## src/rtl/stbuf_pkg.sv

```systemverilog
// Store width equals line width (8 bytes); 64 direct-mapped lines with no tags, every access hits

package stbuf_pkg;

  // ------------------------------------------------
  // Geometry
  // ------------------------------------------------
  localparam int LINE_B = 8;
  localparam int LINE_W = LINE_B * 8;
  localparam int IDX_W  = 6;

  typedef logic [IDX_W-1:0]  line_idx_t;
  typedef logic [LINE_W-1:0] line_data_t;
  typedef logic [LINE_B-1:0] line_strb_t;

  // ------------------------------------------------
  // Buffer entry
  // ------------------------------------------------
  // issued is set once the entry has gone to the write stage,
  // after which it no longer accepts merges
  typedef struct packed {
    logic       valid;
    logic       issued;
    line_idx_t  idx;
    line_data_t data;
    line_strb_t strb;
  } stbuf_entry_t;

  // ------------------------------------------------
  // Drain request to the write stage
  // ------------------------------------------------
  // Bytes sit in their lanes, strb selects the ones to write
  typedef struct packed {
    line_idx_t  idx;
    line_data_t data;
    line_strb_t strb;
  } drain_req_t;

endpackage
```

## src/rtl/stbuf_load_merge.sv

```systemverilog
// i_rd_data must come from a registered read launched with the same load; no stall on the load path
`timescale 1ns/1ps

module stbuf_load_merge (
  input  logic                  i_clk,
  input  logic                  i_reset_n,
  input  logic                  i_ld_valid,
  input  stbuf_pkg::line_data_t i_fwd_data,
  input  stbuf_pkg::line_strb_t i_fwd_strb,
  input  stbuf_pkg::line_data_t i_rd_data,
  output logic                  o_ld_valid,
  output stbuf_pkg::line_data_t o_ld_data
);

  logic                  r_ld_valid;
  stbuf_pkg::line_data_t r_fwd_data;
  stbuf_pkg::line_strb_t r_fwd_strb;

  always_ff @(posedge i_clk or negedge i_reset_n) begin
    if (!i_reset_n) begin
      r_ld_valid <= 1'b0;
    end else begin
      r_ld_valid <= i_ld_valid;
    end
  end

  // Sampled on the same edge as the array read
  always_ff @(posedge i_clk) begin
    r_fwd_data <= i_fwd_data;
    r_fwd_strb <= i_fwd_strb;
  end

  // Buffered bytes override the array line
  always_comb begin
    for (int b = 0; b < stbuf_pkg::LINE_B; b++) begin
      o_ld_data[b*8 +: 8] = r_fwd_strb[b] ? r_fwd_data[b*8 +: 8] : i_rd_data[b*8 +: 8];
    end
  end

  assign o_ld_valid = r_ld_valid;

endmodule

```

## config.mk

```make
export PLATFORM = sky130hd
export DESIGN_NAME = stbuf_load_merge
export DESIGN_NICKNAME = d
export VERILOG_FILES = /design/src/rtl/stbuf_pkg.sv /design/src/rtl/stbuf_load_merge.sv
export SDC_FILE = /design/constraint.sdc
export NUM_CORES = 1
export LEC_CHECK = 0
export ABC_AREA = 1
export BUFFER_PORTS_ARGS = -buffer_cell sky130_fd_sc_hd__buf_2
export CELL_PAD_IN_SITES_DETAIL_PLACEMENT = 1
export CELL_PAD_IN_SITES_GLOBAL_PLACEMENT = 1
export CORE_UTILIZATION = 24
export DETAILED_ROUTE_END_ITERATION = 6
export PLACE_DENSITY_LB_ADDON = 0.1
export SYNTH_ARGS = -nofsm -noshare
export SYNTH_HDL_FRONTEND = slang
export SYNTH_SLANG_ARGS = --single-unit
```

## constraint.sdc

```tcl
create_clock -name i_clk -period 0.98 [get_ports i_clk]
set_input_delay 0.147 -clock i_clk [delete_from_list [all_inputs] [get_ports i_clk]]
set_output_delay 0.147 -clock i_clk [all_outputs]
set_load 0.03 [all_outputs]
```

==> results.cfg <==
[synthesis]
yosysUniqueCellTypes = 5
yosys-top-cells-area = dfxtp_1, nand2_1, buf_6, inv_2, dfrtp_1
yosysSeqAreaShare_pct = 63.6
yosys.area.top_type = dfxtp_1
synth_area_um2 = 2310
yosysTopAreaCellShare_pct = 62.5
synth_nets = 420
synthCells = 281
synth_seq_cells = 73
avgSynthCellArea_um2 = 8.21
yosys_warnings = 0

[floorplanning]
fp-row-count = 35
core_area_um2 = 9280
ios = 204
dieHeight_um = 100
start_util_pct = 24.9
die_x_um = 100
die-area_um2 = 10000

[worst_setup_path]
path_class = reg2out
crit_arrival_ns = 1.13
cpMaxStageDelayCell = dfxtp_4
max_stage_delay_ns = 0.40
crit_fanout = 7
cp-start-kind = register
cp-endpoint = o_ld_data[41]
crit_start = r_fwd_strb[5]
required_ns = 0.83
end_kind = primary output
crit_chain = buf_12 -> nand2_4 -> nand2_2 -> buf_6

[place]
dpl.hpwl_um = 5790
gp_congestion = 0.695
dp_cells = 618
portBuffers = 203
dp_slack_ns = -0.0817

[detailed_routing]
drc = 0
drt_iter0_drc = 28
vias_per_cell = 4.08
routedWlPerCell_um = 13.6
num_vias = 2896
drt_wl_total_um = 9650
postRouteAntennaNets = 0
dr.pass1.iters = 4

[timing]
setup_viol = 65
fin_crit_ns = 1.28
rsz0062_at_grt = true
fin_ws_ns = -0.302
slew_violations = 0
slew_headroom_pct = 90.7
hold_slack_ns = 0.110
timing.final.hold_violations = 0
tightest_slew_ns = 0.139
min_period_over_period_pct = 131
fmax_mhz = 780
fin_setup_tns_ns = -16.63

[final_layout]
layout-drive-gt1-share_pct = 63.4
final_common_cell = buf_2
final_nets = 714
area_delta_synth_final_pct = 134
fin_cells = 709
fin_util_pct = 58.2
most-common-layout-cells = buf_2, nand2_2, buf_6, dlygate4sd3_1, nand2_1
num_antenna_cells = 0

[hold_path]
hold_class = in2async

[clock_network]
cts_inserted_buffers = 9
cts.sinks = 73
cts_tree = yes
clk_pin_slew_ns = 0.07
h-tree-depth = 3
cts_root_buf = clkbuf_8
cts_max_path_buffers = 2

[global_route]
grt_overflow = 0
grt_pass1_wl_um = 14100
grt_max_degree = 13
track_usage_pct = 18.6
antenna_found_initial = 0
first_global_vias = 3142

[power]
p_leak_nw = 2.77
p_per_area_nw_per_um2 = 1440
ir_drop_mv = 0.616

[run]
max_cap_violations = 0

[status]
status = finished, violations left
failed_checks = negative setup slack
==> area by class of cell <==
| class | count | area, um^2 |
|---|---|---|
| Clock buffer | 11 | 131 |
| Clock inverter | 5 | 80.1 |
| Fill cell | 1086 | 3880 |
| Inverter | 8 | 75.1 |
| Multi-Input combinational cell | 192 | 1130 |
| Sequential cell | 73 | 1500 |
| Tap cell | 129 | 161 |
| Timing Repair Buffer | 291 | 2330 |
==> flip-flops by register name (all words and copies together), names as in the netlist <==
signal and count:
o_ld_valid 1, r_fwd_data 64, r_fwd_strb 8
==> synth_stat cells, drive strengths merged <==
| master | instances |
|---|---|
| inv | 8 |
| dfxtp | 72 |
| nand2 | 192 |
| dfrtp | 1 |
| buf | 8 |
==> cell families after synthesis <==
logic type	synth area share [%]
buffers and inverters	5.21
flip-flops	63.6
AND/OR/NAND/NOR	31.2
==> what timing repair did <==
action | CTS | global route
resized for setup | 203 | 118
hold buffers | 74 | 0
setup buffers | 0 | 2
setup endpoints to repair | 65 | 65
pin swaps | 27 | 36
hold endpoints to repair | 74 | 0
==> stage by stage <==
step	instance area, um^2	total power, mW
detailed placement	3520	4.49
finish	5400	7.76
global placement	3520	4.47
floorplan	2310	3.95
global route	5400	8.13
CTS	5030	7.64
==> power breakdown <==
group | switching, mW | total [mW] | internal [mW]
logic | 0.978 | 1.98 | 1.01
clock network | 1.11 | 2.54 | 1.43
registers | 0.115 | 3.23 | 3.12
==> how the worst min path moves through the flow <==
stage                     startpoint          to  cells past startpoint
final                      i_reset_n  o_ld_valid                      2
after global routing       i_reset_n  o_ld_valid                      2
after CTS                  i_reset_n  o_ld_valid                      2
after detailed placement   i_reset_n  o_ld_valid                      1
after global placement     i_reset_n  o_ld_valid                      1
after floorplan            i_reset_n  o_ld_valid                      0
==> routing by layer <==
layer	track usage (%)	vias to the layer above	wire, um
met4	10.6	0	308
li1	-	1421	-
met3	4.53	25	542
met5	0	-	0
met1	17.1	1323	3180
met2	36.8	127	5620
==> critical path, delay by kind of cell (launching register included) <==
family	cells	cell delay [ns]
and+or+nand+nor	2	0.12
DFF	1	0.40
buffers and inverters	2	0.28
Power figures use the tool's default switching activity.
