### src/rtl/stbuf_pkg.sv
// Store width equals line width (8 bytes); 64 direct-mapped lines with no tags, every access hits

package stbuf_pkg;

  // ------------------------------------------------
  // Geometry
  // ------------------------------------------------
  localparam int LINE_B = 8;
  localparam int LINE_W = LINE_B * 8;
  localparam int IDX_W  = 6;

  typedef logic [IDX_W-1:0]  line_idx_t;
  typedef logic [LINE_W-1:0] line_data_t;
  typedef logic [LINE_B-1:0] line_strb_t;

  // ------------------------------------------------
  // Buffer entry
  // ------------------------------------------------
  // issued is set once the entry has gone to the write stage,
  // after which it no longer accepts merges
  typedef struct packed {
    logic       valid;
    logic       issued;
    line_idx_t  idx;
    line_data_t data;
    line_strb_t strb;
  } stbuf_entry_t;

  // ------------------------------------------------
  // Drain request to the write stage
  // ------------------------------------------------
  // Bytes sit in their lanes, strb selects the ones to write
  typedef struct packed {
    line_idx_t  idx;
    line_data_t data;
    line_strb_t strb;
  } drain_req_t;

endpackage
### src/rtl/stbuf_drain_if.sv
// No valid/ready handshake; the issuer must hold a write credit for every request it sends
`timescale 1ns/1ps

interface stbuf_drain_if;

  // Request from the buffer, one cycle wide
  logic                   req_valid;
  stbuf_pkg::drain_req_t  req;

  // Credit comes back as the request leaves stage one
  logic                   credit;
  // Bytes written, completes in issue order
  logic                   done;

  modport issuer (
    output req_valid,
    output req,
    input  credit,
    input  done
  );

  modport writer (
    input  req_valid,
    input  req,
    output credit,
    output done
  );

endinterface

### src/rtl/stbuf_l1d_writer.sv
// WR_CREDITS must be >= 2; array contents are undefined after power-up and reset does not clear them
`timescale 1ns/1ps

module stbuf_l1d_writer #(
  parameter int WR_CREDITS = 2
) (
  input  logic                  i_clk,
  input  logic                  i_reset_n,
  stbuf_drain_if.writer         drain,
  input  stbuf_pkg::line_idx_t  i_rd_idx,
  output stbuf_pkg::line_data_t o_rd_data
);

  localparam int LINES = 2 ** stbuf_pkg::IDX_W;

  logic                    r_s1_valid;
  stbuf_pkg::drain_req_t   r_s1_req;
  logic [WR_CREDITS-2:0]   r_crd_pipe;
  stbuf_pkg::line_data_t   r_mem [LINES];
  stbuf_pkg::line_data_t   w_wr_line;
  stbuf_pkg::line_data_t   r_rd_data;

  // ------------------------------------------------
  // Stage one, request register
  // ------------------------------------------------
  always_ff @(posedge i_clk or negedge i_reset_n) begin
    if (!i_reset_n) begin
      r_s1_valid <= 1'b0;
      r_crd_pipe <= '0;
    end else begin
      r_s1_valid <= drain.req_valid;
      // Credit trails the write so the round trip spans WR_CREDITS cycles
      r_crd_pipe <= (r_crd_pipe << 1) | (WR_CREDITS-1)'(r_s1_valid);
    end
  end

  always_ff @(posedge i_clk) begin
    if (drain.req_valid) begin
      r_s1_req <= drain.req;
    end
  end

  // Write lands on the edge that ends stage one
  assign drain.done   = r_s1_valid;
  assign drain.credit = r_crd_pipe[WR_CREDITS-2];

  // ------------------------------------------------
  // Stage two, byte-enabled array write
  // ------------------------------------------------
  always_ff @(posedge i_clk) begin
    if (r_s1_valid) begin
      for (int b = 0; b < stbuf_pkg::LINE_B; b++) begin
        if (r_s1_req.strb[b]) begin
          r_mem[r_s1_req.idx][b*8 +: 8] <= r_s1_req.data[b*8 +: 8];
        end
      end
    end
  end

  // Line as it will look after this cycle's write
  always_comb begin
    w_wr_line = r_mem[r_s1_req.idx];
    for (int b = 0; b < stbuf_pkg::LINE_B; b++) begin
      if (r_s1_req.strb[b]) begin
        w_wr_line[b*8 +: 8] = r_s1_req.data[b*8 +: 8];
      end
    end
  end

  // ------------------------------------------------
  // Read port, write-first
  // ------------------------------------------------
  always_ff @(posedge i_clk) begin
    if (r_s1_valid && (r_s1_req.idx == i_rd_idx)) begin
      r_rd_data <= w_wr_line;
    end else begin
      r_rd_data <= r_mem[i_rd_idx];
    end
  end

  assign o_rd_data = r_rd_data;

endmodule

### src/flat_wrapper.sv
// flat-port wrapper written by rule: the top's interface ports become plain ports
module stbuf_l1d_writer_flat 
#(
  parameter int WR_CREDITS = 2
)
  (i_clk, i_reset_n, i_rd_idx, o_rd_data, drain_req_valid, drain_req, drain_credit, drain_done);
  stbuf_drain_if drain_i ();
  input  logic i_clk;
  input  logic i_reset_n;
  input  stbuf_pkg::line_idx_t i_rd_idx;
  output stbuf_pkg::line_data_t o_rd_data;
  input wire logic [$bits(drain_i.req_valid)-1:0] drain_req_valid;
  input wire logic [$bits(drain_i.req)-1:0] drain_req;
  output wire logic [$bits(drain_i.credit)-1:0] drain_credit;
  output wire logic [$bits(drain_i.done)-1:0] drain_done;
  assign drain_i.req_valid = drain_req_valid;
  assign drain_i.req = drain_req;
  assign drain_credit = drain_i.credit;
  assign drain_done = drain_i.done;
  stbuf_l1d_writer #(.WR_CREDITS(WR_CREDITS)) u_core (.i_clk(i_clk), .i_reset_n(i_reset_n), .drain(drain_i), .i_rd_idx(i_rd_idx), .o_rd_data(o_rd_data));
endmodule
### config.mk
export PLATFORM = sky130hd
export DESIGN_NAME = stbuf_l1d_writer_flat
export DESIGN_NICKNAME = d
export VERILOG_FILES = /design/src/rtl/stbuf_pkg.sv /design/src/rtl/stbuf_drain_if.sv /design/src/rtl/stbuf_l1d_writer.sv /design/src/flat_wrapper.sv
export SDC_FILE = /design/constraint.sdc
export NUM_CORES = 2
export LEC_CHECK = 0
export BUFFER_PORTS_ARGS = -buffer_cell sky130_fd_sc_hd__buf_2
export CAP_MARGIN = 30
export CORE_ASPECT_RATIO = 1.2
export CORE_MARGIN = 2
export CORE_UTILIZATION = 47
export DETAILED_ROUTE_END_ITERATION = 8
export GPL_TIMING_DRIVEN = 0
export PLACE_DENSITY = 0.64
export SYNTH_ARGS = -nofsm -noshare
export SYNTH_HDL_FRONTEND = slang
export SYNTH_SLANG_ARGS = --single-unit
export TNS_END_PERCENT = 50
### constraint.sdc
create_clock -name i_clk -period 2.9 [get_ports i_clk]
set_clock_uncertainty 0.1 [all_clocks]
set_input_delay 0.145 -clock i_clk [delete_from_list [all_inputs] [get_ports i_clk]]
set_output_delay 0.145 -clock i_clk [all_outputs]
set_load 0.05 [all_outputs]
==> impl_metrics.env <==
export IMPL_status="complete, but fails checks"
export IMPL_violations="negative hold slack, negative setup slack"
export IMPL_place_congestion=1.08
export IMPL_postRouteWirelength_um=1070000
export IMPL_netlist_area_leader_share=0.646
export IMPL_grt_pass1_vias=125000
export IMPL_cap_violations=0
export IMPL_power_density_nw_per_um2=631
export IMPL_max_stage_delay_ps=600
export IMPL_critPathBufInv=6
export IMPL_io_buffers=150
export IMPL_synth_top_family_by_area="multiplexers"
export IMPL_finalCriticalPeriod_ps=3550
export IMPL_p_leak_nw=80.0
export IMPL_synth_seq_cells=4246
export IMPL_yosys_warnings=0
export IMPL_cts_buffers=436
export IMPL_final_max_slew_violation_count=0
export IMPL_synthMuxAreaShare=0.284
export IMPL_synth_cell_types=56
export IMPL_antenna_found_initial=124
export IMPL_crit_chain="buf_2, buf_2, buf_6, buf_6, buf_4, buf_4, mux2i_1, a22oi_1, a32oi_1, nand3_1"
export IMPL_rsz0062_at_grt="true"
export IMPL_synthCells=9180
export IMPL_synth_edf_count=4174
export IMPL_fp_dieH_um=708
export IMPL_peakVddDrop_mv=0.714
export IMPL_antenna_left=0
export IMPL_grt_first_pass_wirelength_um=1330000
export IMPL_instances_no_fill=17100
export IMPL_core_um2=411000
export IMPL_clk_path_buf_depth=4
export IMPL_synth_area_per_cell_um2=21.1
export IMPL_hold_ws_ps=-43.3
export IMPL_critPathSlowestCell="mux2i_1"
export IMPL_worst_pin_slew_ps=1200
export IMPL_hpwlAfterDp_um=803000
export IMPL_yosysTopAreaCell="edfxtp_1"
export IMPL_final_common_cell="edfxtp_1"
export IMPL_max_freq_mhz=282
export IMPL_drcViolationCount=0
export IMPL_htree_levels=5
export IMPL_crit_type="primary input to flip-flop"
export IMPL_yosys_area_share_adder=0
export IMPL_clk_latency_ps=1160
export IMPL_drt_iter0_markers=27800
export IMPL_fin_nets=11300
export IMPL_pre_cts_slack_ps=-3710
export IMPL_final_cell_mix="4174 x edfxtp_1, 2287 x mux4_2, 449 x clkbuf_16"
export IMPL_cts_sinks=4246
export IMPL_synth_ff_type="edfxtp_1"
export IMPL_synth_compound_area_frac=0.0223
export IMPL_yosys_area_share_xor_xnor=0.000271
export IMPL_relSlewSlack=0.192
export IMPL_vias=136000
export IMPL_viasPerCell=7.91
export IMPL_dieArea_um2=418000
export IMPL_cts_root_buffer="clkbuf_16"
export IMPL_dp_cells=15700
export IMPL_fin_tns_setup_ps=-194590
export IMPL_period_share=1.22
export IMPL_cp_data_required_time_ps=3760
export IMPL_firstDrtPassIters=9
export IMPL_grt_max_degree=42
export IMPL_yosys_area_share_simple=0.0212
export IMPL_wire_per_inst_um=62.2
export IMPL_setup_slack_ps=-649
export IMPL_setup_viol=1707
export IMPL_worstPathArrival_ps=4410
export IMPL_cp_end_kind="flip-flop"
export IMPL_ys_seq_area_frac=0.654
export IMPL_crit_family="buffers and inverters"
export IMPL_syn_nets=9267
export IMPL_ioPinCount=153
export IMPL_synthTopCellsByArea="edfxtp_1 65%, mux4_2 27%, mux2i_1 1.8%"
export IMPL_grt_remaining_overflow=0
export IMPL_drive_gt1_frac=0.488
export IMPL_area_delta_synth_final_pct=26.2
export IMPL_rows=258
export IMPL_hold_viol_final=3
export IMPL_cp_max_fo=13
export IMPL_min_path_type="primary input to flip-flop"
export IMPL_die_w_um=590
export IMPL_clkTransAtPathRegs_ps=60
export IMPL_start_kind="primary input"
export IMPL_synthesis_area_um2=194000
export IMPL_grt_util_all_layers=0.508
export IMPL_async_reset_ff_frac=0.000471
export IMPL_cts_tree="built"
export IMPL_power_mw=154
export IMPL_start_util=0.472
[per-layer routing]
| layer | track usage | up-vias | wire length (µm) |
|---|---|---|---|
| met1 | 0.558 | 71600 | 319000 |
| met3 | 0.247 | 4347 | 165000 |
| li1 | - | 44700 | - |
| met5 | 0.0215 | - | 2140 |
| met4 | 0.510 | 70 | 137000 |
| met2 | 0.701 | 14800 | 444000 |
[worst register-to-register path: stages (launching register included)]
cell,delay (ps)
dfxtp_2,340
buf_12,150
buf_12,210
buf_16,200
buf_16,180
mux4_2,580
mux2i_4,630
nand3_2,170
nand3_2,190
nor3_2,70
or4_4,560
[what timing repair did]
| action | in CTS | in global routing |
|---|---|---|
| gates resized for setup | 1186 | 714 |
| buffers inserted | 110 | 207 |
| endpoints found under the setup margin | 3691 | 3382 |
| hold buffers | 163 | 1 |
| gates cloned | 8 | 5 |
| hold endpoints to repair | 172 | 6 |
| pin swaps | 63 | 78 |
[flip-flops by register name (all words and copies together) (netlist names), named ones only]
signal / flops
u_core.r_mem: 4096
u_core.o_rd_data: 64
u_core.drain.credit: 1
u_core.drain.done: 1
u_core.r_s1_req: 78
[final timing paths]
| path | start | end | slack (ps) | cells after the start |
|---|---|---|---|---|
| min | drain_req_valid | u_core.r_s1_req[43]$_DFFE_PP_ | -40 | 2 |
| max reg2reg | flip-flop | u_core.o_rd_data[31]$_DFF_P_ | -600 | 10 |
| min reg2reg | u_core.r_s1_req[51]$_DFFE_PP_ | u_core.r_mem[22][43]$_DFFE_PP_ | 520 | 0 |
| min in group asynchronous | i_reset_n | u_core.drain.done$_DFF_PN0_ | 300 | 4 |
| max in group asynchronous | i_reset_n | u_core.drain.credit$_DFF_PN0_ | 2280 | 4 |
| max | i_rd_idx[2] | u_core.o_rd_data[53]$_DFF_P_ | -650 | 10 |
[area by class of cell]
cell class	instances	area [µm²]
antenna	107	268
buffer	714	7080
clock buffer	542	11400
clock inverter	275	3070
fill	29400	166000
inverter	8	38.8
multi-input combinational	4191	67600
sequential	4246	127000
tap	5460	6830
timing repair buffer	1600	21600
[stage by stage]
stage           util  hold slack, ps  instance area, µm²
2_1_floorplan      -            -251              194000
3_3_place_gp   0.490            -171              202000
3_5_place_dp   0.528            -168              217000
4_1_cts        0.582            23.7              239000
5_1_grt        0.595            15.9              245000
6_report       0.595           -43.3              245000
[report_power, final]
group / switching [mW] / total, mW / internal (mW)
logic: 16.5 / 26.2 / 9.71
clock network: 26.3 / 59.2 / 32.9
registers: 0.658 / 69.1 / 68.4
[Yosys cell counts (all sizes together) (9+ instances only)]
| cell | n |
|---|---|
| edfxtp | 4174 |
| mux4 | 2287 |
| nor2 | 562 |
| buf | 407 |
| mux2i | 349 |
| clkbuf | 328 |
| o22ai | 162 |
| a22oi | 116 |
| nand2 | 107 |
| nand3 | 79 |
| dfxtp | 70 |
| nor2b | 60 |
| a21oi | 50 |
| nor3 | 48 |
| a22o | 42 |
| o21ai | 42 |
| a221oi | 40 |
| o22a | 29 |
| a32oi | 26 |
| o2111ai | 26 |
| o211ai | 25 |
| nor4 | 24 |
| or4 | 19 |
| a32o | 11 |
| mux2 | 9 |
| nand2b | 9 |
[kinds of logic after synthesis]
| family | count (synthesis) |
|---|---|
| AO/OA/AOI/OAI | 597 |
| AND/OR/NAND/NOR | 943 |
| multiplexers | 2645 |
| flip-flops | 4246 |
| buffers and inverters | 743 |
| XOR/XNOR | 6 |
No activity file was read; power rests on OpenSTA's default activity.
