$ cat config.mk
export PLATFORM = sky130hd
export DESIGN_NAME = stbuf_entry_array_flat
export DESIGN_NICKNAME = d
export VERILOG_FILES = /design/src/rtl/stbuf_pkg.sv /design/src/rtl/stbuf_drain_if.sv /design/src/rtl/stbuf_entry_array.sv /design/src/rtl/stbuf_entry.sv /design/src/flat_wrapper.sv
export SDC_FILE = /design/constraint.sdc
export NUM_CORES = 1
export LEC_CHECK = 0
export BUFFER_PORTS_ARGS = -buffer_cell sky130_fd_sc_hd__buf_4
export CAP_MARGIN = 25
export CELL_PAD_IN_SITES_DETAIL_PLACEMENT = 2
export CELL_PAD_IN_SITES_GLOBAL_PLACEMENT = 2
export CORE_UTILIZATION = 48
export CTS_CLUSTER_DIAMETER = 30
export DETAILED_ROUTE_END_ITERATION = 7
export PLACE_DENSITY_LB_ADDON = 0.3
export SYNTH_ARGS = -nofsm -noshare
export SYNTH_HDL_FRONTEND = slang
export SYNTH_HIERARCHICAL = 1
export SYNTH_SLANG_ARGS = --single-unit
$ cat constraint.sdc
create_clock -name i_clk -period 9.9 [get_ports i_clk]
set_input_delay 1.485 -clock i_clk [delete_from_list [all_inputs] [get_ports i_clk]]
set_output_delay 1.485 -clock i_clk [all_outputs]
set_load 0.02 [all_outputs]
$ cat src/rtl/stbuf_pkg.sv
// Store width equals line width (8 bytes); 64 direct-mapped lines with no tags, every access hits

package stbuf_pkg;

  // ------------------------------------------------
  // Geometry
  // ------------------------------------------------
  localparam int LINE_B = 8;
  localparam int LINE_W = LINE_B * 8;
  localparam int IDX_W  = 6;

  typedef logic [IDX_W-1:0]  line_idx_t;
  typedef logic [LINE_W-1:0] line_data_t;
  typedef logic [LINE_B-1:0] line_strb_t;

  // ------------------------------------------------
  // Buffer entry
  // ------------------------------------------------
  // issued is set once the entry has gone to the write stage,
  // after which it no longer accepts merges
  typedef struct packed {
    logic       valid;
    logic       issued;
    line_idx_t  idx;
    line_data_t data;
    line_strb_t strb;
  } stbuf_entry_t;

  // ------------------------------------------------
  // Drain request to the write stage
  // ------------------------------------------------
  // Bytes sit in their lanes, strb selects the ones to write
  typedef struct packed {
    line_idx_t  idx;
    line_data_t data;
    line_strb_t strb;
  } drain_req_t;

endpackage
$ cat src/rtl/stbuf_drain_if.sv
// No valid/ready handshake; the issuer must hold a write credit for every request it sends
`timescale 1ns/1ps

interface stbuf_drain_if;

  // Request from the buffer, one cycle wide
  logic                   req_valid;
  stbuf_pkg::drain_req_t  req;

  // Credit comes back as the request leaves stage one
  logic                   credit;
  // Bytes written, completes in issue order
  logic                   done;

  modport issuer (
    output req_valid,
    output req,
    input  credit,
    input  done
  );

  modport writer (
    input  req_valid,
    input  req,
    output credit,
    output done
  );

endinterface

$ cat src/rtl/stbuf_entry_array.sv
// ENTRIES must be a power of two >= 2; the store sender must never exceed its ENTRIES credits
`timescale 1ns/1ps

module stbuf_entry_array #(
  parameter int ENTRIES    = 4,
  parameter int WR_CREDITS = 2
) (
  input  logic                  i_clk,
  input  logic                  i_reset_n,
  input  logic                  i_st_valid,
  input  stbuf_pkg::line_idx_t  i_st_idx,
  input  stbuf_pkg::line_data_t i_st_data,
  input  stbuf_pkg::line_strb_t i_st_strb,
  output logic                  o_st_credit,
  input  logic                  i_ld_valid,
  input  stbuf_pkg::line_idx_t  i_ld_idx,
  output stbuf_pkg::line_data_t o_fwd_data,
  output stbuf_pkg::line_strb_t o_fwd_strb,
  stbuf_drain_if.issuer         drain
);

  localparam int PTR_W = $clog2(ENTRIES);
  localparam int CRD_W = $clog2(WR_CREDITS + 1);
  localparam int RET_W = $clog2(ENTRIES) + 2;

  stbuf_pkg::stbuf_entry_t w_entries [ENTRIES];
  stbuf_pkg::stbuf_entry_t w_init;
  stbuf_pkg::stbuf_entry_t w_iss_entry;
  logic [ENTRIES-1:0]      w_merge;
  logic [ENTRIES-1:0]      w_load;
  logic [ENTRIES-1:0]      w_issue_oh;
  logic [ENTRIES-1:0]      w_free_oh;
  logic                    w_alloc;
  logic                    w_issue;
  logic [PTR_W-1:0]        r_in_ptr;
  logic [PTR_W-1:0]        r_iss_ptr;
  logic [PTR_W-1:0]        r_out_ptr;
  logic [CRD_W-1:0]        r_wr_credits;
  logic [RET_W-1:0]        r_ret_pend;
  logic [RET_W-1:0]        w_ret_total;

  assign w_init = '{valid: 1'b1, issued: 1'b0, idx: i_st_idx, data: i_st_data, strb: i_st_strb};
  assign w_alloc = i_st_valid & ~(|w_merge);

  // Oldest unissued entry goes out when a write credit is left
  assign w_iss_entry = w_entries[r_iss_ptr];
  assign w_issue     = w_iss_entry.valid & ~w_iss_entry.issued & (r_wr_credits != '0);

  assign drain.req_valid = w_issue;
  assign drain.req       = '{idx: w_iss_entry.idx, data: w_iss_entry.data, strb: w_iss_entry.strb};

  for (genvar e = 0; e < ENTRIES; e++) begin : g_entry
    assign w_issue_oh[e] = w_issue & (r_iss_ptr == PTR_W'(e));
    assign w_free_oh[e]  = drain.done & (r_out_ptr == PTR_W'(e));
    assign w_load[e]     = w_alloc & (r_in_ptr == PTR_W'(e));
    // An entry leaving this cycle takes no merge, the store allocates instead
    assign w_merge[e]    = i_st_valid & w_entries[e].valid & ~w_entries[e].issued &
                           (w_entries[e].idx == i_st_idx) & ~w_issue_oh[e];

    stbuf_entry u_entry (
      .i_clk     (i_clk),
      .i_reset_n (i_reset_n),
      .i_load    (w_load[e]),
      .i_init    (w_init),
      .i_merge   (w_merge[e]),
      .i_st_data (i_st_data),
      .i_st_strb (i_st_strb),
      .i_issue   (w_issue_oh[e]),
      .i_free    (w_free_oh[e]),
      .o_entry   (w_entries[e])
    );
  end

  // Merge and free in one cycle give two returns, queued here
  assign w_ret_total = r_ret_pend + RET_W'(|w_merge) + RET_W'(drain.done);

  always_ff @(posedge i_clk or negedge i_reset_n) begin
    if (!i_reset_n) begin
      r_in_ptr     <= '0;
      r_iss_ptr    <= '0;
      r_out_ptr    <= '0;
      r_wr_credits <= CRD_W'(WR_CREDITS);
      r_ret_pend   <= '0;
      o_st_credit  <= 1'b0;
    end else begin
      if (w_alloc) r_in_ptr <= r_in_ptr + PTR_W'(1);
      if (w_issue) r_iss_ptr <= r_iss_ptr + PTR_W'(1);
      if (drain.done) r_out_ptr <= r_out_ptr + PTR_W'(1);
      r_wr_credits <= r_wr_credits - CRD_W'(w_issue) + CRD_W'(drain.credit);
      o_st_credit  <= (w_ret_total != '0);
      r_ret_pend   <= (w_ret_total != '0) ? w_ret_total - RET_W'(1) : '0;
    end
  end

  // ------------------------------------------------
  // Load forwarding, youngest entry per byte
  // ------------------------------------------------
  always_comb begin : fwd_walk
    logic [PTR_W-1:0] pos;
    o_fwd_data = '0;
    o_fwd_strb = '0;
    for (int k = 0; k < ENTRIES; k++) begin
      pos = r_out_ptr + PTR_W'(k);
      for (int b = 0; b < stbuf_pkg::LINE_B; b++) begin
        if (i_ld_valid && w_entries[pos].valid && (w_entries[pos].idx == i_ld_idx) &&
            w_entries[pos].strb[b]) begin
          o_fwd_data[b*8 +: 8] = w_entries[pos].data[b*8 +: 8];
          o_fwd_strb[b]        = 1'b1;
        end
      end
    end
  end

endmodule

$ cat src/rtl/stbuf_entry.sv
// i_load and i_merge must not both be set; merges are only legal while the entry is unissued
`timescale 1ns/1ps

module stbuf_entry (
  input  logic                    i_clk,
  input  logic                    i_reset_n,
  input  logic                    i_load,
  input  stbuf_pkg::stbuf_entry_t i_init,
  input  logic                    i_merge,
  input  stbuf_pkg::line_data_t   i_st_data,
  input  stbuf_pkg::line_strb_t   i_st_strb,
  input  logic                    i_issue,
  input  logic                    i_free,
  output stbuf_pkg::stbuf_entry_t o_entry
);

  logic                  r_valid;
  logic                  r_issued;
  stbuf_pkg::line_idx_t  r_idx;
  stbuf_pkg::line_data_t r_data;
  stbuf_pkg::line_strb_t r_strb;

  // ------------------------------------------------
  // Control state
  // ------------------------------------------------
  always_ff @(posedge i_clk or negedge i_reset_n) begin
    if (!i_reset_n) begin
      r_valid  <= 1'b0;
      r_issued <= 1'b0;
    end else if (i_load) begin
      r_valid  <= 1'b1;
      r_issued <= i_init.issued;
    end else begin
      if (i_issue) begin
        r_issued <= 1'b1;
      end
      if (i_free) begin
        r_valid  <= 1'b0;
        r_issued <= 1'b0;
      end
    end
  end

  // ------------------------------------------------
  // Payload with byte-wise merge
  // ------------------------------------------------
  always_ff @(posedge i_clk) begin
    if (i_load) begin
      r_idx  <= i_init.idx;
      r_data <= i_init.data;
      r_strb <= i_init.strb;
    end else if (i_merge) begin
      // Younger store wins on overlapping lanes
      for (int b = 0; b < stbuf_pkg::LINE_B; b++) begin
        if (i_st_strb[b]) begin
          r_data[b*8 +: 8] <= i_st_data[b*8 +: 8];
        end
      end
      r_strb <= r_strb | i_st_strb;
    end
  end

  assign o_entry = '{
    valid:  r_valid,
    issued: r_issued,
    idx:    r_idx,
    data:   r_data,
    strb:   r_strb
  };

endmodule

$ cat src/flat_wrapper.sv
// flat-port wrapper written by rule: the top's interface ports become plain ports
module stbuf_entry_array_flat 
#(
  parameter int ENTRIES    = 4,
  parameter int WR_CREDITS = 2
)
  (i_clk, i_reset_n, i_st_valid, i_st_idx, i_st_data, i_st_strb, o_st_credit, i_ld_valid, i_ld_idx, o_fwd_data, o_fwd_strb, drain_req_valid, drain_req, drain_credit, drain_done);
  stbuf_drain_if drain_i ();
  input  logic i_clk;
  input  logic i_reset_n;
  input  logic i_st_valid;
  input  stbuf_pkg::line_idx_t i_st_idx;
  input  stbuf_pkg::line_data_t i_st_data;
  input  stbuf_pkg::line_strb_t i_st_strb;
  output logic o_st_credit;
  input  logic i_ld_valid;
  input  stbuf_pkg::line_idx_t i_ld_idx;
  output stbuf_pkg::line_data_t o_fwd_data;
  output stbuf_pkg::line_strb_t o_fwd_strb;
  output wire logic [$bits(drain_i.req_valid)-1:0] drain_req_valid;
  output wire logic [$bits(drain_i.req)-1:0] drain_req;
  input wire logic [$bits(drain_i.credit)-1:0] drain_credit;
  input wire logic [$bits(drain_i.done)-1:0] drain_done;
  assign drain_req_valid = drain_i.req_valid;
  assign drain_req = drain_i.req;
  assign drain_i.credit = drain_credit;
  assign drain_i.done = drain_done;
  stbuf_entry_array #(.ENTRIES(ENTRIES), .WR_CREDITS(WR_CREDITS)) u_core (.i_clk(i_clk), .i_reset_n(i_reset_n), .i_st_valid(i_st_valid), .i_st_idx(i_st_idx), .i_st_data(i_st_data), .i_st_strb(i_st_strb), .o_st_credit(o_st_credit), .i_ld_valid(i_ld_valid), .i_ld_idx(i_ld_idx), .o_fwd_data(o_fwd_data), .o_fwd_strb(o_fwd_strb), .drain(drain_i));
endmodule
==> results_dict.tcl, run 1 <==
set metrics [dict create \
    outcome "finished, final reports clean" \
    num_vias 21700 \
    final_util_pct 57.5 \
    postCtsResizedCells 0 \
    post-place-ws_ns 2.35 \
    r2r-end "u_core/g_entry[1].u_entry/r_data[17]" \
    post_cts_buffers 0 \
    grt_overflow_total 0 \
    cts.sinks 333 \
    vias_per_cell 7.33 \
    nets 2222 \
    root_buffer "clkbuf_16" \
    grt_max_degree 66 \
    peakVddDrop_uv 214 \
    drc 0 \
    syn_to_final_growth_pct 18.3 \
    cts_tree "yes" \
    io_buffer_count 241 \
    finalSetupViolCount 0 \
    r2r-start "u_core/r_iss_ptr[0]" \
    drive_gt1_share_pct 49.6 \
    p_leak_nw 12.2 \
    initial_core_util_pct 48.6 \
    cts_hold_buffers 0 \
    slowest_stage "ha_4" \
    drtPass1Iterations 6 \
    worstSetupStartpointType "flop" \
    grt_pass1_vias 23400 \
    dp_hpwl_mm 65.3 \
    whs_path_depth 1 \
    numCtsBuffers 90 \
    hold_start "u_core/r_wr_credits[1]" \
    end_kind "output pin" \
    grt_usage_pct 38.6 \
    numPlacedInstances 2783 \
    avgSynthCellArea_um2 14.7 \
    rr_worst_depth 9 \
    required_ns 8.42 \
    cp_data_arrival_time_ns 6.54 \
    stdcell_count 2962 \
    finalClockSkew_ns 0.0255 \
    drtAntennaViolNets 0 \
    htree_levels 3 \
    core_um2 57800 \
    reg2reg_setup_slack_ns 3.56 \
    yosysWarnings 6 \
    clk_path_buf_depth 3 \
    routabilityCongestion 0.893 \
    die-height_um 244 \
    worst_slack_ns 1.88 \
    power.density_nw_per_um2 352 \
    crit_fanout 52 \
    cts.clk_slew.worst_paths_ns 0.05 \
    syn_inst 1918 \
    fin_crit_sh_pct 81.0 \
    slew_viol_final 0 \
    post_drt_wl_per_cell_um 38.9 \
    cp_cell_sequence "inv_1, ha_4, mux4_2, xnor2_1, nand3_1, a211oi_2, buf_4, and2_1, mux2_2, a221oi_1, buf_4" \
    min_period_ns 8.02 \
    min_to "u_core/r_wr_credits[1]" \
    clock_latency_ns 0.63 \
    io_pins 242 \
    timing.max_cap.violations 0 \
    grt_pass1_wl_mm 169 \
    rsz0062_at_grt "no" \
    power.total_w 0.0117 \
    die_x_um 244 \
    tightest_slew_ns 1.17 \
    cp_common_cell "buf_4" \
    fin_setup_tns_ns 0 \
    slew_headroom_pct 21.9 \
    row_count 88 \
    netlist_area_um2 28100 \
    hold_viol_final 0 \
    slowest_delay_ns 1.02 \
    hp-class "flop to flop" \
    worst-setup-path-type "flop to output pin" \
    routed_wl_mm 115 \
    first_iter_violations 2349 \
    fmax_mhz 125 \
    die_area_um2 59500 \
    antenna_found_initial 7 \
]
critical path: cells and delay by family, from the launching register on:
| kind | cells | cell delay, ns |
|---|---|---|
| AOI/OAI and AO/OA | 2 | 0.57 |
| xor gates and xnor gates | 1 | 0.51 |
| adders and majority gates | 1 | 1.02 |
| buffers and inverters | 3 | 1.09 |
| DFF | 1 | 0.99 |
| muxes | 2 | 1.03 |
| and+or+nand+nor | 2 | 0.61 |
metrics by stage:
step / area, um2 / hold slack, ns
floorplan: 28100 / 0.455
global placement: 30100 / 0.479
detailed placement: 30100 / 0.521
CTS: 33100 / 0.511
global route: 33200 / 0.537
finish: 33200 / 0.510
worst max path at each step:
stage,cells past startpoint,from,to
2_1_floorplan,14,u_core/r_out_ptr[1],o_fwd_data[27]
3_3_place_gp,11,u_core/r_out_ptr[0],o_fwd_data[39]
3_5_place_dp,11,u_core/r_out_ptr[0],o_fwd_data[29]
4_1_cts,11,u_core/r_out_ptr[0],o_fwd_data[31]
5_1_grt,11,u_core/r_out_ptr[0],o_fwd_data[27]
6_report,11,u_core/r_out_ptr[0],o_fwd_data[27]
registers in the layout (all words and copies together), names as in the netlist:
signal,flops
u_core/r_out_ptr,2
u_core/g_entry.u_entry/r_valid,4
u_core/g_entry.u_entry/r_issued,4
u_core/r_in_ptr,2
u_core/g_entry.u_entry/r_strb,32
u_core/r_ret_pend,4
u_core/o_st_credit,1
u_core/r_wr_credits,2
u_core/g_entry.u_entry/r_idx,24
u_core/r_iss_ptr,2
u_core/g_entry.u_entry/r_data,256
cells in the final DEF, fill, tap and decap left out, types with 6 or more instances in the layout:
cell type / count
or2_2: 9
clkinv_2: 19
nand2_1: 134
mux2_1: 8
clkbuf_1: 18
a21o_1: 38
bufinv_16: 12
mux2_4: 200
and2_1: 14
nand2b_1: 29
ha_1: 14
mux2i_1: 32
o21ai_0: 75
buf_4: 275
inv_1: 37
or2_0: 11
o211a_1: 20
diode_2: 6
dfrtp_1: 16
o221a_2: 6
xnor2_1: 30
a32oi_1: 26
nor2_1: 62
mux2_2: 52
edfxtp_1: 312
nand4_1: 35
o211ai_1: 19
xor2_1: 31
a21oi_1: 11
clkinv_1: 16
a211oi_1: 11
mux4_2: 381
nand3_1: 40
clkbuf_16: 92
layer usage:
metal	global-route usage (%)	wire length, um
met1	46.4	39900
met2	65.3	58700
met3	9.04	10900
met4	19.0	5630
met5	0	24
area by class of cell:
type                       instances  area, um2
sequential                       333       9910
clock buffer                     110       2370
inverter                          37        139
clock inverter                    57        616
tap                              765        957
multi-input combinational       1373      17000
fill                            4953      24600
timing repair buffer             281       2210
antenna                            6       15.0
report_power, final:
| group | switching, W | internal, W |
|---|---|---|
| logic | 0.00322 | 0.00300 |
| clock network | 0.000947 | 0.00200 |
| registers | 0.000588 | 0.00197 |
Power figures use the tool's default switching activity.
==> inputs of run 2 (changes only) <==
- CORE_UTILIZATION: 48 -> 45
- clock period: 9.9 -> 7.51 ns (I/O delays scaled with it)
==> run 2 against run 1 <==
  * Critical path depth rose by 1
  * Utilization fell by 2.9 points
  * Global-route usage is 4.0 points lower
  * Non-clock buffer count up 5
  * Wire length shrank 4.9%
  * Setup slack lost 1.5 ns
  * Clock skew up 0.0069 ns
  * Clock power rose by 44%
  * Flip-flop and latch count did not move
  * Cell count rose by 3.1%
  * Count of clock-buffer cells in the layout increased by 11
==> results_dict.tcl, run 2 (synthesis results as in run 1) <==
set metrics [dict create \
    cts_hold_buffers 0 \
    numPlacedInstances 2863 \
    final_area_um2 33700 \
    tightest_slew_ns 1.12 \
    timing.max_cap.violations 0 \
    regMostFlops "u_core/g_entry.u_entry/r_data" \
    cp-endpoint "o_fwd_data[27]" \
    clock_latency_ns 0.66 \
    fin_crit_sh_pct 95.5 \
    end_kind "output pin" \
    final_cell_mix "mux4_2, edfxtp_1, buf_4" \
    largestRegisters "u_core/g_entry.u_entry/r_data: 256 flops, u_core/g_entry.u_entry/r_strb: 32 flops, u_core/g_entry.u_entry/r_idx: 24 flops" \
    num_vias 21300 \
    peakVddDrop_uv 343 \
    crit_fanout 28 \
    die_area_um2 63500 \
    cts.clk_slew.worst_paths_ns 0.04 \
    syn_to_final_growth_pct 20.0 \
    drtPass1Iterations 6 \
    hp-class "input port to async pin" \
    cp_data_arrival_time_ns 6.04 \
    core_um2 61700 \
    outcome "finished, final reports clean" \
    stdcell_count 3053 \
    first_iter_violations 2287 \
    nets 2234 \
    required_ns 6.38 \
    grt_pass1_wl_mm 162 \
    htree_levels 3 \
    grt_max_degree 152 \
    grt_overflow_total 0 \
    grt_pass1_vias 22800 \
    root_buffer "clkbuf_16" \
    reg2reg_setup_slack_ns 2.14 \
    die-height_um 252 \
    worstSetupStartpointType "flop" \
    io_buffer_count 241 \
    multiInputGateArea_um2 17000 \
    fmax_mhz 139 \
    place_area_um2 30300 \
    drc 0 \
    routed_wl_mm 109 \
    startpoint "u_core/r_out_ptr[0]" \
    p_leak_nw 12.3 \
    finalClockSkew_ns 0.0324 \
    cts_tree "yes" \
    dp_hpwl_mm 65.0 \
    hold_viol_final 0 \
    cts.sinks 333 \
    drive_gt1_share_pct 50.1 \
    drtAntennaViolNets 0 \
    worst-setup-path-type "flop to output pin" \
    numCtsBuffers 97 \
    slew_viol_final 0 \
    layout_commonest_cell "mux4_2" \
    rr_worst_depth 8 \
    rsz0062_at_grt "no" \
    fin_setup_tns_ns 0 \
    die_x_um 252 \
    r2r-end "u_core/g_entry[1].u_entry/r_data[54]" \
    routabilityCongestion 0.862 \
    power.density_nw_per_um2 464 \
    seqCellArea_um2 9910 \
    clk_path_buf_depth 3 \
    row_count 91 \
    initial_core_util_pct 45.5 \
    slew_headroom_pct 25.2 \
    largest_reg_flops 256 \
    fillCellCount 5515 \
    antenna_found_initial 7 \
    io_pins 242 \
    whs_ns 0.372 \
    min_period_ns 7.17 \
    post_drt_wl_per_cell_um 35.9 \
    finalSetupViolCount 0 \
    r2r-start "u_core/r_iss_ptr[1]" \
    grt_usage_pct 34.7 \
    vias_per_cell 6.98 \
]
-- run 2: layout make-up --
type	count	share of cell area, %
Inverter	37	0.412
Antenna cell	6	0.0445
Clock inverter	60	2.21
Timing Repair Buffer	286	6.73
Clock buffer	121	7.62
Tap cell	837	3.11
Sequential cell	333	29.4
Multi-Input combinational cell	1373	50.5
-- run 2: worst max-delay path, cell delays in order, from the launching register on --
cell      delay, ns
dfrtp_4        0.64
inv_1          0.29
ha_4           0.59
buf_4          0.49
mux2i_1        0.32
xnor2_1        0.16
nand3_1        0.33
a211oi_2       0.53
buf_4          0.31
and2_1         0.41
mux2_2         0.42
a221oi_1       0.61
buf_4          0.26
-- run 2: metrics by stage --
stage	utilization (%)	setup slack [ns]	total power, W
floorplan	-	2.23	0.00889
global placement	49.1	1.09	0.0107
detailed placement	49.2	1.01	0.0110
CTS	54.5	0.0954	0.0156
global route	54.6	0.146	0.0162
finish	54.6	0.341	0.0156
-- run 2: worst min-delay path by stage --
stage / endpoint / slack (ns) / depth (start not counted)
after floorplan: u_core/g_entry[0].u_entry/r_valid / 0.45 / 1
after global placement: u_core/r_wr_credits[1] / 0.48 / 1
after detailed placement: u_core/r_wr_credits[1] / 0.48 / 1
after CTS: u_core/r_ret_pend[2] / 0.35 / 1
after global routing: u_core/r_ret_pend[2] / 0.38 / 1
final: u_core/r_in_ptr[1] / 0.37 / 1
-- run 2: report_power, final --
part           total (W)  internal, W  switching (W)
registers        0.00317      0.00260       0.000569
clock network    0.00423      0.00286        0.00136
logic            0.00824      0.00394        0.00431
total             0.0156      0.00940        0.00624
-- run 2: repair_timing --
item,4_1_cts,5_1_grt
resized for setup,0,0
setup endpoints to repair,0,2
setup buffers,0,1
-- run 2: layer usage --
layer	global-route usage, %	wire length (um)	up-vias
met3	6.55	9300	330
met1	42.5	39600	11200
met2	58.7	55300	1373
met5	0	11	-
met4	17.3	5280	2
li1	-	-	8402
==> inputs of run 3 (changes only) <==
--- a/config.mk
+++ b/config.mk
@@ -14,2 +14,3 @@
 export DETAILED_ROUTE_END_ITERATION = 7
+export GPL_ROUTABILITY_DRIVEN = 0
 export PLACE_DENSITY_LB_ADDON = 0.3
==> constraint.sdc (replaced) <==
create_clock -name i_clk -period 7.51 [get_ports i_clk]
set_input_delay 1.502 -clock i_clk [delete_from_list [all_inputs] [get_ports i_clk]]
set_output_delay 1.502 -clock i_clk [all_outputs]
set_load 0.02 [all_outputs]
==> run 3 against run 2 <==
  * Power down 2.7%
  * Register-to-register slack barely moved
  * Cell area decreased by 0.49%
  * Setup slack improved by 0.074 ns
  * Wire length is 3.5% lower
  * Via count down 1.1%
  * Critical endpoint is now o_fwd_data[54]
  * Largest cell class unchanged
==> results_dict.tcl, run 3 (synthesis results as in run 1) <==
set metrics [dict create \
    outcome "finished, final reports clean" \
    slowest_stage "dfrtp_4" \
    drtAntennaViolNets 0 \
    drtPass1Iterations 5 \
    required_ns 6.01 \
    slew_viol_final 0 \
    finalSetupViolCount 0 \
    hp-class "flop to flop" \
    grt_pass1_vias 22800 \
    fillCellCount 5547 \
    vias_per_cell 6.90 \
    cts_hold_buffers 0 \
    grt_usage_pct 33.5 \
    slew_headroom_pct 25.1 \
    final_cell_mix "mux4_2, edfxtp_1, buf_4" \
    routed_wl_mm 106 \
    drive_gt1_share_pct 49.9 \
    die_x_um 252 \
    whs_ns 0.506 \
    grt_util_met1_pct 41.4 \
    stdcell_count 3055 \
    drc 0 \
    num_vias 21100 \
    post_drt_wl_per_cell_um 34.6 \
    rsz0062_at_grt "no" \
    finalClockSkew_ns 0.0142 \
    cts.clk_slew.worst_paths_ns 0.05 \
    power.total_w 0.0152 \
    first_iter_violations 2340 \
    end_kind "output pin" \
    htree_levels 3 \
    io_pins 242 \
    row_count 91 \
    worst-setup-path-type "flop to output pin" \
    grt_overflow_total 0 \
    tightest_slew_ns 1.12 \
    core_um2 61700 \
    dp_hpwl_mm 64.9 \
    grt_pass1_wl_mm 158 \
    cp_cell_sequence "inv_1, ha_4, buf_4, mux4_2, nand2_1, a2111oi_2, buf_4, or4b_1, o211a_1, o21ai_0, buf_4" \
    fmax_mhz 141 \
    cpLargestDelayFamily "buffers and inverters" \
    die-height_um 252 \
    syn_to_final_growth_pct 19.4 \
    antenna_found_initial 9 \
    die_area_um2 63500 \
    numPlacedInstances 2867 \
    met3_usage_pct 5.66 \
    postCtsResizedCells 0 \
    grt_max_degree 136 \
    worstSetupStartpointType "flop" \
    largestRegisters "u_core/g_entry.u_entry/r_data: 256 flops, u_core/g_entry.u_entry/r_strb: 32 flops, u_core/g_entry.u_entry/r_idx: 24 flops" \
    fin_setup_tns_ns 0 \
    fin_crit_sh_pct 94.5 \
    cts_tree "yes" \
    initial_core_util_pct 45.5 \
    layout_commonest_cell "mux4_2" \
    cp_num_buf_inv 4 \
    numCtsBuffers 97 \
    crit_fanout 42 \
    timing.max_cap.violations 0 \
    clk_path_buf_depth 3 \
    min_period_ns 7.10 \
    clock_latency_ns 0.64 \
    peakVddDrop_uv 317 \
    cp_data_arrival_time_ns 5.59 \
    hold_viol_final 0 \
    final_util_pct 54.4 \
    p_leak_nw 12.3 \
    cp_common_cell "buf_4" \
    root_buffer "clkbuf_16" \
    io_buffer_count 241 \
    post_cts_buffers 0 \
    regMostFlops "u_core/g_entry.u_entry/r_data" \
    grt_busiest_layer "met2" \
    largest_reg_flops 256 \
    power.density_nw_per_um2 454 \
    slowest_delay_ns 0.82 \
    cts.sinks 333 \
    grt_use_met2_pct 57.7 \
    nets 2241 \
]
==> run 3: cell count changes in the layout (fill, tap and decap cells not counted), moves of 2 or more <==
cell | previous run | this run
buf_12 | 7 | 2
buf_16 | 1 | 5
buf_4 | 276 | 285
bufinv_16 | 13 | 8
clkbuf_1 | 20 | 15
clkbuf_8 | 3 | 1
clkinv_1 | 12 | 21
clkinv_2 | 12 | 22
clkinvlp_4 | 12 | 4
inv_16 | 3 | 1
inv_6 | 3 | 1
==> run 3: worst reg2reg max path, cell delays in order (launching register included) <==
cell and delay, ns:
dfrtp_4 0.92, mux4_2 0.48, nor2_1 0.65, a211oi_2 0.17, buf_4 0.25, nor4_2 0.70
and2_4 0.86, buf_4 0.51, a21o_1 0.48
==> run 3: worst paths after layout <==
| check | startpoint | endpoint | slack (ns) | cells past startpoint |
|---|---|---|---|---|
| max | u_core/r_out_ptr[1] | o_fwd_data[54] | 0.41 | 11 |
| min | u_core/r_wr_credits[1] | u_core/r_wr_credits[1] | 0.51 | 1 |
| max reg2reg | u_core/r_iss_ptr[1] | u_core/g_entry[2].u_entry/r_data[2] | 2.14 | 8 |
| min reg2reg | u_core/r_wr_credits[1] | u_core/r_wr_credits[1] | 0.51 | 1 |
| max in group asynchronous | i_reset_n | u_core/r_wr_credits[1] | 6.46 | 1 |
| min in group asynchronous | i_reset_n | u_core/r_ret_pend[0] | 0.76 | 1 |
==> run 3: through the flow <==
stage	cell area, um2	setup slack (ns)
global route	33600	0.298
detailed placement	30300	1.06
finish	33600	0.415
global placement	30300	1.31
CTS	33400	0.434
floorplan	28100	1.86
==> run 3: final cells by class <==
cell class	instances	area (um2)	share of cell area [%]
inverter	37	139	0.414
clock buffer	115	2550	7.59
timing repair buffer	293	2330	6.95
tap	837	1050	3.12
antenna	7	17.5	0.0522
clock inverter	60	537	1.60
multi-input combinational	1373	17000	50.7
sequential	333	9910	29.5
==> run 3: layer usage <==
metal  vias to the layer above  wire length (um)
met1                     11300             39300
li1                       8403                 -
met3                       234              7600
met4                         6              3780
met2                      1166             54900
met5                         -                37
==> run 3: power breakdown <==
part	leakage, nW	internal, W	total, W	switching, W
clock	1.51	0.00265	0.00392	0.00127
sequential	3.11	0.00260	0.00320	0.000599
combinational	7.67	0.00395	0.00811	0.00415
